File: config.mk
export PLATFORM = sky130hd
export DESIGN_NAME = axi_mem_if_sp
export DESIGN_NICKNAME = d
export VERILOG_FILES = /design/src/logic/mem_if_pkg.sv /design/src/logic/axi_mem_if_sp.sv /design/src/logic/axi_read_ctrl.sv /design/src/logic/axi_write_ctrl.sv /design/src/logic/mem_port_arbiter.sv
export VERILOG_INCLUDE_DIRS = /design/src /design/src/include
export SDC_FILE = /design/constraint.sdc
export NUM_CORES = 1
export LEC_CHECK = 0
export BUFFER_PORTS_ARGS = -buffer_cell sky130_fd_sc_hd__buf_2
export CAP_MARGIN = 0
export CORE_MARGIN = 2
export CORE_UTILIZATION = 43
export DETAILED_ROUTE_END_ITERATION = 16
export PLACE_DENSITY_LB_ADDON = 0.2
export REMOVE_ABC_BUFFERS = 1
export SYNTH_ARGS = -nofsm -noshare
export SYNTH_HDL_FRONTEND = slang
export SYNTH_SLANG_ARGS = --single-unit
File: constraint.sdc
create_clock -name ACLK -period 2.4 [get_ports ACLK]
set_input_delay 0.24 -clock ACLK [delete_from_list [all_inputs] [get_ports ACLK]]
set_output_delay 0.24 -clock ACLK [all_outputs]
set_load 0.02 [all_outputs]
File: src/include/mem_if_macros.svh
// --------------------
// Bus and SRAM widths for the AXI to SRAM bridge
// Included by the package and by the testbench
// --------------------

`ifndef MEM_IF_MACROS_SVH
`define MEM_IF_MACROS_SVH

// AXI side
`define MEM_IF_ID_WIDTH        4
`define MEM_IF_ADDR_WIDTH      32
`define MEM_IF_DATA_WIDTH      32
`define MEM_IF_LEN_WIDTH       8

// Word addressed SRAM side
`define MEM_IF_MEM_ADDR_WIDTH  10

`endif

File: src/logic/mem_if_pkg.sv
// --------------------
// Shared types of the AXI to SRAM bridge
// Channel structs, SRAM port struct and FSM encodings
// --------------------

`default_nettype none

`include "mem_if_macros.svh"

package mem_if_pkg;

    // --------------------
    // Plain vectors
    typedef logic [`MEM_IF_ID_WIDTH-1:0]       axi_id_t;
    typedef logic [`MEM_IF_ADDR_WIDTH-1:0]     axi_addr_t;
    typedef logic [`MEM_IF_DATA_WIDTH-1:0]     axi_data_t;
    typedef logic [`MEM_IF_LEN_WIDTH-1:0]      axi_len_t;
    typedef logic [`MEM_IF_DATA_WIDTH/8-1:0]   axi_strb_t;
    typedef logic [1:0]                        axi_resp_t;
    typedef logic [`MEM_IF_MEM_ADDR_WIDTH-1:0] mem_addr_t;

    localparam axi_resp_t RESP_OKAY = 2'b00;

    // --------------------
    // AXI channels
    typedef struct packed {
        axi_id_t   id;
        axi_addr_t addr;
        axi_len_t  len;
    } aw_chan_t;

    typedef struct packed {
        axi_id_t   id;
        axi_addr_t addr;
        axi_len_t  len;
    } ar_chan_t;

    typedef struct packed {
        axi_data_t data;
        axi_strb_t strb;
        logic      last;
    } w_chan_t;

    typedef struct packed {
        axi_id_t   id;
        axi_resp_t resp;
    } b_chan_t;

    typedef struct packed {
        axi_id_t   id;
        axi_data_t data;
        axi_resp_t resp;
        logic      last;
    } r_chan_t;

    // --------------------
    // SRAM side
    typedef struct packed {
        mem_addr_t addr;
        axi_data_t data;
        axi_strb_t be;
    } mem_wr_req_t;

    // cen and wen are active low
    typedef struct packed {
        logic      cen;
        logic      wen;
        mem_addr_t addr;
        axi_data_t data;
        axi_strb_t be;
    } mem_port_t;

    typedef enum logic [1:0] {WR_IDLE, WR_DATA, WR_RESP} wr_state_t;
    typedef enum logic [1:0] {RD_IDLE, RD_REQ, RD_WAIT, RD_RESP} rd_state_t;

endpackage

`default_nettype wire

File: src/logic/axi_mem_if_sp.sv
// --------------------
// AXI4 slave to single-port SRAM bridge, top level
// Write and read controllers share the SRAM through the arbiter
// --------------------

`timescale 1ns/10ps
`default_nettype none

module axi_mem_if_sp
(
    input  wire                          ACLK,
    input  wire                          ARESETn,

    input  wire mem_if_pkg::aw_chan_t    aw_i,
    input  wire                          aw_valid_i,
    output logic                         aw_ready_o,

    input  wire mem_if_pkg::w_chan_t     w_i,
    input  wire                          w_valid_i,
    output logic                         w_ready_o,

    output mem_if_pkg::b_chan_t          b_o,
    output logic                         b_valid_o,
    input  wire                          b_ready_i,

    input  wire mem_if_pkg::ar_chan_t    ar_i,
    input  wire                          ar_valid_i,
    output logic                         ar_ready_o,

    output mem_if_pkg::r_chan_t          r_o,
    output logic                         r_valid_o,
    input  wire                          r_ready_i,

    // SRAM port
    output mem_if_pkg::mem_port_t        mem_o,
    input  wire mem_if_pkg::axi_data_t   mem_q_i
);

    mem_if_pkg::mem_wr_req_t wr_req;
    logic                    wr_valid;
    logic                    wr_grant;

    mem_if_pkg::mem_addr_t   rd_addr;
    logic                    rd_valid;
    logic                    rd_grant;
    mem_if_pkg::axi_data_t   rd_q;

    // --------------------
    // Request stage
    axi_write_ctrl u_write_ctrl
    (
        .ACLK       (ACLK),
        .ARESETn    (ARESETn),
        .aw_i       (aw_i),
        .aw_valid_i (aw_valid_i),
        .aw_ready_o (aw_ready_o),
        .w_i        (w_i),
        .w_valid_i  (w_valid_i),
        .w_ready_o  (w_ready_o),
        .b_o        (b_o),
        .b_valid_o  (b_valid_o),
        .b_ready_i  (b_ready_i),
        .wr_req_o   (wr_req),
        .wr_valid_o (wr_valid),
        .wr_grant_i (wr_grant)
    );

    axi_read_ctrl u_read_ctrl
    (
        .ACLK       (ACLK),
        .ARESETn    (ARESETn),
        .ar_i       (ar_i),
        .ar_valid_i (ar_valid_i),
        .ar_ready_o (ar_ready_o),
        .r_o        (r_o),
        .r_valid_o  (r_valid_o),
        .r_ready_i  (r_ready_i),
        .rd_addr_o  (rd_addr),
        .rd_valid_o (rd_valid),
        .rd_grant_i (rd_grant),
        .rd_q_i     (rd_q)
    );

    // --------------------
    // Arbitration stage
    mem_port_arbiter u_arbiter
    (
        .ACLK       (ACLK),
        .ARESETn    (ARESETn),
        .wr_req_i   (wr_req),
        .wr_valid_i (wr_valid),
        .wr_grant_o (wr_grant),
        .rd_addr_i  (rd_addr),
        .rd_valid_i (rd_valid),
        .rd_grant_o (rd_grant),
        .mem_o      (mem_o),
        .mem_q_i    (mem_q_i),
        .rd_q_o     (rd_q)
    );

endmodule

`default_nettype wire

File: src/logic/axi_read_ctrl.sv
// --------------------
// AXI read burst controller
// Issues one SRAM read per beat, captures the word and holds it on R
// --------------------

`timescale 1ns/10ps
`default_nettype none

module axi_read_ctrl
(
    input  wire                          ACLK,
    input  wire                          ARESETn,

    input  wire mem_if_pkg::ar_chan_t    ar_i,
    input  wire                          ar_valid_i,
    output logic                         ar_ready_o,

    output mem_if_pkg::r_chan_t          r_o,
    output logic                         r_valid_o,
    input  wire                          r_ready_i,

    // Request towards the arbiter
    output mem_if_pkg::mem_addr_t        rd_addr_o,
    output logic                         rd_valid_o,
    input  wire                          rd_grant_i,
    input  wire mem_if_pkg::axi_data_t   rd_q_i
);

    mem_if_pkg::rd_state_t state_q;
    mem_if_pkg::rd_state_t state_d;

    mem_if_pkg::axi_id_t   id_q;
    mem_if_pkg::mem_addr_t addr_q;
    // Beats still to go after the current one
    mem_if_pkg::axi_len_t  cnt_q;

    logic ar_hs;
    logic r_hs;
    logic last_beat;

    assign ar_hs     = ar_valid_i & ar_ready_o;
    assign r_hs      = r_valid_o & r_ready_i;
    assign last_beat = (cnt_q == '0);

    // --------------------
    // Handshake outputs
    assign ar_ready_o = (state_q == mem_if_pkg::RD_IDLE);
    assign rd_valid_o = (state_q == mem_if_pkg::RD_REQ);
    assign r_valid_o  = (state_q == mem_if_pkg::RD_RESP);
    assign rd_addr_o  = addr_q;

    // --------------------
    // FSM
    always_comb
    begin
        state_d = state_q;
        case (state_q)
            mem_if_pkg::RD_IDLE:
                if (ar_valid_i)
                    state_d = mem_if_pkg::RD_REQ;
            mem_if_pkg::RD_REQ:
                if (rd_grant_i)
                    state_d = mem_if_pkg::RD_WAIT;
            // SRAM data shows up during this cycle
            mem_if_pkg::RD_WAIT:
                state_d = mem_if_pkg::RD_RESP;
            mem_if_pkg::RD_RESP:
            begin
                if (r_ready_i)
                begin
                    if (last_beat)
                        state_d = mem_if_pkg::RD_IDLE;
                    else
                        state_d = mem_if_pkg::RD_REQ;
                end
            end
            default:
                state_d = mem_if_pkg::RD_IDLE;
        endcase
    end

    always_ff @(posedge ACLK or negedge ARESETn)
    begin
        if (!ARESETn)
            state_q <= mem_if_pkg::RD_IDLE;
        else
            state_q <= state_d;
    end

    // Burst address and count
    always_ff @(posedge ACLK)
    begin
        if (ar_hs)
        begin
            id_q   <= ar_i.id;
            addr_q <= mem_if_pkg::mem_addr_t'(ar_i.addr >> 2);
            cnt_q  <= ar_i.len;
        end
        else if (r_hs && !last_beat)
        begin
            addr_q <= addr_q + 1'b1;
            cnt_q  <= cnt_q - 1'b1;
        end
    end

    // --------------------
    // Response stage holds the R payload until the handshake
    always_ff @(posedge ACLK)
    begin
        if (state_q == mem_if_pkg::RD_WAIT)
        begin
            r_o.id   <= id_q;
            r_o.data <= rd_q_i;
            r_o.resp <= mem_if_pkg::RESP_OKAY;
            r_o.last <= last_beat;
        end
    end

endmodule

`default_nettype wire

File: src/logic/axi_write_ctrl.sv
// --------------------
// AXI write burst controller
// Turns AW and W beats into SRAM write requests and answers on B
// --------------------

`timescale 1ns/10ps
`default_nettype none

module axi_write_ctrl
(
    input  wire                          ACLK,
    input  wire                          ARESETn,

    input  wire mem_if_pkg::aw_chan_t    aw_i,
    input  wire                          aw_valid_i,
    output logic                         aw_ready_o,

    input  wire mem_if_pkg::w_chan_t     w_i,
    input  wire                          w_valid_i,
    output logic                         w_ready_o,

    output mem_if_pkg::b_chan_t          b_o,
    output logic                         b_valid_o,
    input  wire                          b_ready_i,

    // Request towards the arbiter
    output mem_if_pkg::mem_wr_req_t      wr_req_o,
    output logic                         wr_valid_o,
    input  wire                          wr_grant_i
);

    mem_if_pkg::wr_state_t state_q;
    mem_if_pkg::wr_state_t state_d;

    // Burst bookkeeping
    mem_if_pkg::axi_id_t   id_q;
    mem_if_pkg::mem_addr_t addr_q;
    mem_if_pkg::axi_len_t  cnt_q;

    logic aw_hs;
    logic w_hs;
    logic burst_end;

    assign aw_hs     = aw_valid_i & aw_ready_o;
    assign w_hs      = w_valid_i & w_ready_o;
    // Burst ends on WLAST or on the len+1th beat
    assign burst_end = w_i.last | (cnt_q == '0);

    // --------------------
    // Handshake outputs
    assign aw_ready_o = (state_q == mem_if_pkg::WR_IDLE);
    assign b_valid_o  = (state_q == mem_if_pkg::WR_RESP);
    assign wr_valid_o = (state_q == mem_if_pkg::WR_DATA) & w_valid_i;
    // A beat is taken on the edge where the SRAM write happens
    assign w_ready_o  = wr_grant_i;

    always_comb
    begin
        wr_req_o.addr = addr_q;
        wr_req_o.data = w_i.data;
        wr_req_o.be   = w_i.strb;
    end

    always_comb
    begin
        b_o.id   = id_q;
        b_o.resp = mem_if_pkg::RESP_OKAY;
    end

    // --------------------
    // FSM
    always_comb
    begin
        state_d = state_q;
        case (state_q)
            mem_if_pkg::WR_IDLE:
                if (aw_valid_i)
                    state_d = mem_if_pkg::WR_DATA;
            mem_if_pkg::WR_DATA:
                if (w_hs && burst_end)
                    state_d = mem_if_pkg::WR_RESP;
            mem_if_pkg::WR_RESP:
                if (b_ready_i)
                    state_d = mem_if_pkg::WR_IDLE;
            default:
                state_d = mem_if_pkg::WR_IDLE;
        endcase
    end

    always_ff @(posedge ACLK or negedge ARESETn)
    begin
        if (!ARESETn)
            state_q <= mem_if_pkg::WR_IDLE;
        else
            state_q <= state_d;
    end

    // Address and count advance once per accepted beat
    always_ff @(posedge ACLK)
    begin
        if (aw_hs)
        begin
            id_q   <= aw_i.id;
            addr_q <= mem_if_pkg::mem_addr_t'(aw_i.addr >> 2);
            cnt_q  <= aw_i.len;
        end
        else if (w_hs)
        begin
            addr_q <= addr_q + 1'b1;
            cnt_q  <= cnt_q - 1'b1;
        end
    end

endmodule

`default_nettype wire

File: src/logic/mem_port_arbiter.sv
// --------------------
// Round-robin sharing of the single SRAM port
// Priority swaps after every access
// --------------------

`timescale 1ns/10ps
`default_nettype none

module mem_port_arbiter
(
    input  wire                          ACLK,
    input  wire                          ARESETn,

    input  wire mem_if_pkg::mem_wr_req_t wr_req_i,
    input  wire                          wr_valid_i,
    output logic                         wr_grant_o,

    input  wire mem_if_pkg::mem_addr_t   rd_addr_i,
    input  wire                          rd_valid_i,
    output logic                         rd_grant_o,

    output mem_if_pkg::mem_port_t        mem_o,
    input  wire mem_if_pkg::axi_data_t   mem_q_i,
    output mem_if_pkg::axi_data_t        rd_q_o
);

    // Low favours the write side
    logic prio_rd_q;

    always_comb
    begin
        wr_grant_o = 1'b0;
        rd_grant_o = 1'b0;
        if (prio_rd_q)
        begin
            if (rd_valid_i)
                rd_grant_o = 1'b1;
            else if (wr_valid_i)
                wr_grant_o = 1'b1;
        end
        else
        begin
            if (wr_valid_i)
                wr_grant_o = 1'b1;
            else if (rd_valid_i)
                rd_grant_o = 1'b1;
        end
    end

    // --------------------
    // Port mux defaults to a read
    always_comb
    begin
        mem_o.cen  = ~(wr_grant_o | rd_grant_o);
        mem_o.wen  = ~wr_grant_o;
        mem_o.addr = wr_grant_o ? wr_req_i.addr : rd_addr_i;
        mem_o.data = wr_req_i.data;
        mem_o.be   = wr_grant_o ? wr_req_i.be : '1;
    end

    assign rd_q_o = mem_q_i;

    always_ff @(posedge ACLK or negedge ARESETn)
    begin
        if (!ARESETn)
            prio_rd_q <= 1'b0;
        else if (!mem_o.cen)
            prio_rd_q <= ~prio_rd_q;
    end

endmodule

`default_nettype wire

==> results by group <==
Outcome
  • Status: finished clean

Layout
  • Share of cells above drive strength 1: 0.402
  • Core Util, Final: 0.540
  • Finished Layout Cells: 602
  • Final nets: 642
  • Ant diodes: 0
  • Area grow syn2layout: 21.9%

STA
  • Min cycle time layout: about 2.2 ns
  • Max Freq: 447 MHz
  • Fin Setup TNS: 0 ns
  • Slew headroom: 0.660
  • Setup-failing EPs final: 0
  • RSZ-0062 raised after global routing: false
  • Final Max Tran Viols: 0
  • Hold Violations, Final: 0
  • Worst-Margin Slew: between 0.5 and 0.6 ns
  • Period utilization: 0.933
  • Clock Skew: between 0.01 and 0.015 ns

Clock tree
  • Clock transition at path regs: roughly 0.1 ns
  • H-tree levels: 3
  • TritonCTS clock tree: yes
  • Clock sink total: 86
  • Worst skew pair latency: about 0.35 ns
  • Setup Buffers After CTS: 0
  • TritonCTS Buffers: 9
  • Clk buf depth: 2
  • CTS root buf: clkbuf_8

Global route
  • GRT Util Overall: 0.229
  • Vias in the first global route: between 2000 and 3000
  • Grt ovf: 0
  • Initial antenna violation count: 0
  • Top Usage Layer GRT: met2
  • Grt met1 use: 0.227
  • M3 GR Usage: 0.129
  • First-pass GRT wire length: approximately 17 mm
  • Largest net degree at the start of global routing: 37
  • GR Layer Usage met2: 0.385

Power
  • Clock power share: 0.166
  • Combinational Power Share: 0.386
  • PwrDens: around 1300 mW/mm^2
  • Int Pwr: 3.92 mW
  • Sw Share: 0.381
  • Lkg Pwr: between 2 and 2.5 nW
  • Seq pwr share: 0.448
  • VDD IR-drop max: between 0.0006 and 0.0007 V
  • Psw: about 2.4 mW

Routing
  • Drt pass-1 iters: 4
  • Vias after detailed routing: about 2900
  • DRT Wirelength: between 10 and 15 mm
  • Residual DRC count: 0
  • Antenna Nets Post-Route: 0
  • Vias per cell: between 4 and 5
  • Drt first-iter violations: 84
  • Wire length per cell: between 15 and 20 um

Die
  • Die area: approximately 0.010 mm^2
  • Core area: about 0.0093 mm^2
  • Core Rows: 35
  • Initial core utilization: 0.443
  • Ports: between 200 and 300
  • DIE HEIGHT: about 100 um
  • Die Wd: just over 100 um

Synth
  • Cells after Synth: 339
  • Mean Syn Cell Area: between 10 and 15 um^2
  • Ranking of synthesized cells by area: edfxtp_1, buf_4, xor2_1, dfrtp_1, ha_1
  • Unique cell type count in the Yosys netlist: 34
  • Number of synthesized register bits: 86
  • YS warnings: 0
  • Top-count cell post-synth: edfxtp_1
  • Synth area leader: edfxtp_1
  • Main synth FF type: edfxtp_1
  • Sequential element share of the synthesized area: 0.621
  • Synthesized area: between 0.004 and 0.005 mm^2
  • Post-synth ARST share: 0.0581
  • Commonest cells post-synth: edfxtp_1, buf_4, nand2_1, nor2_1, a21oi_1
  • Post-synth EDFFs: between 80 and 90
  • Yosys top cell area share: 0.591

Placed design
  • Placed cells: approximately 590
  • Port bufs: ~150
  • GPL Wtd Cong: 0.845
  • Dpl hpwl: 9.56 mm

Critical path
  • Worst-path fanout max: 19
  • End of the critical path: mem_o[38]
  • Crit Path Class: flip-flop to output port
  • R2R Path Start: u_read_ctrl.state_q[0]
  • WP data required: roughly 2.2 ns
  • Setup slack, reg-to-reg: just over 0.6 ns
  • Worst reg2reg endpoint: u_read_ctrl.rd_addr_o[1]
  • R2R cell count: 5
  • Worst setup path start: u_read_ctrl.state_q[1]
  • Nature of the critical path startpoint: flip-flop
  • Setup crit end kind: output port
  • Arr. time, crit path: 2.00 ns

Run
  • Max-cap violation count: 0

Hold path
  • Hold Crit Class: input port to flip-flop
worst min-delay path by stage:
stage | start | endpoint | slack [ns] | cells past startpoint
after floorplan | ARESETn | u_arbiter.prio_rd_q | -0.06 | 0
after global placement | ARESETn | u_read_ctrl.state_q[0] | 0.08 | 1
after detailed placement | ARESETn | u_read_ctrl.state_q[0] | 0.08 | 1
after CTS | aw_i[43] | u_write_ctrl.id_q[3] | 0.04 | 1
after global routing | mem_q_i[8] | u_read_ctrl.r_o[11] | 0.03 | 1
final | mem_q_i[15] | u_read_ctrl.r_o[18] | 0.05 | 1
area by class of cell:
class	instances	area (um^2)
clock inverters	6	67.6
repair buffers	159	827
well taps	129	161
multi-input cells	197	1210
fillers	868	4270
inverters	15	56.3
clock buffers	10	138
flip-flops and latches	86	2560
kinds of logic (layout without fill, tap and decap cells):
group / after synthesis / count (layout) / share of synthesized area
fa+ha+maj: 10 / 10 / 0.0304
flops: 86 / 86 / 0.621
mux: 9 / 9 / 0.0246
simple gates: 100 / 100 / 0.115
other cells: 1 / 4 / 0.000911
xor+xnor: 29 / 29 / 0.0617
buf+inv: 59 / 190 / 0.0875
compound gates: 45 / 45 / 0.0587
per-layer routing:
metal | share of wire | wire, um
met4 | 0.041 | 484
met1 | 0.33 | 3960
met2 | 0.49 | 5760
met3 | 0.13 | 1540
met5 | 0.0065 | 77
power groups by stage:
stage / Clock, mW / Combinational, mW / Sequential [mW]
2_1_floorplan: 0 / 1.45 / 3.02
3_3_place_gp: 0 / 2.41 / 2.85
3_5_place_dp: 0 / 2.46 / 2.88
4_1_cts: 1.09 / 2.47 / 2.85
5_1_grt: 1.15 / 2.74 / 2.92
6_report: 1.05 / 2.44 / 2.84
what timing repair did:
item                                    in CTS  in global routing
endpoints found under the setup margin       0                  8
gates resized for setup                      0                  1
hold buffers                                 1                  0
endpoints found under the hold margin        5                  0
critical path: stages (launching register included):
cell	delay (ns)
dfrtp_1	0.42
inv_1	0.11
ha_1	0.18
a21o_1	0.20
buf_6	0.21
mux2_2	0.37
buf_2	0.16
layout by cell type, fill, tap and decap left out, types with 8 or more instances in the layout:
cell type / netlist / routed
ha_1: 10 / 10
nand2_1: 33 / 33
mux2_2: 9 / 9
buf_4: 36 / 8
o21ai_0: 16 / 16
buf_2: 3 / 149
edfxtp_1: 81 / 81
clkbuf_8: 0 / 10
a21oi_1: 22 / 22
xor2_1: 15 / 15
xnor2_1: 14 / 14
nor2_1: 33 / 33
inv_1: 15 / 15
sequential cells by signal, indices dropped and copies added (netlist names):
name	cells
u_write_ctrl.cnt_q	8
u_read_ctrl.id_q	4
u_read_ctrl.cnt_q	8
u_read_ctrl.rd_addr_o	10
u_write_ctrl.state_q	2
u_write_ctrl.id_q	4
u_read_ctrl.state_q	2
u_read_ctrl.r_o	37
u_write_ctrl.addr_q	10
u_arbiter.prio_rd_q	1
through the flow:
step	worst slack (ns)	power, mW	area [um^2]	hold slack (ns)
final	0.161	6.34	5020	0.0535
after detailed placement	0.480	5.34	4800	0.0796
after global routing	0.0259	6.80	5020	0.0294
after global placement	0.488	5.26	4800	0.0787
after CTS	0.0796	6.41	5010	0.0368
after floorplan	0.0360	4.47	3820	-0.0556
Note: power is estimated with default switching activity, not from simulation.
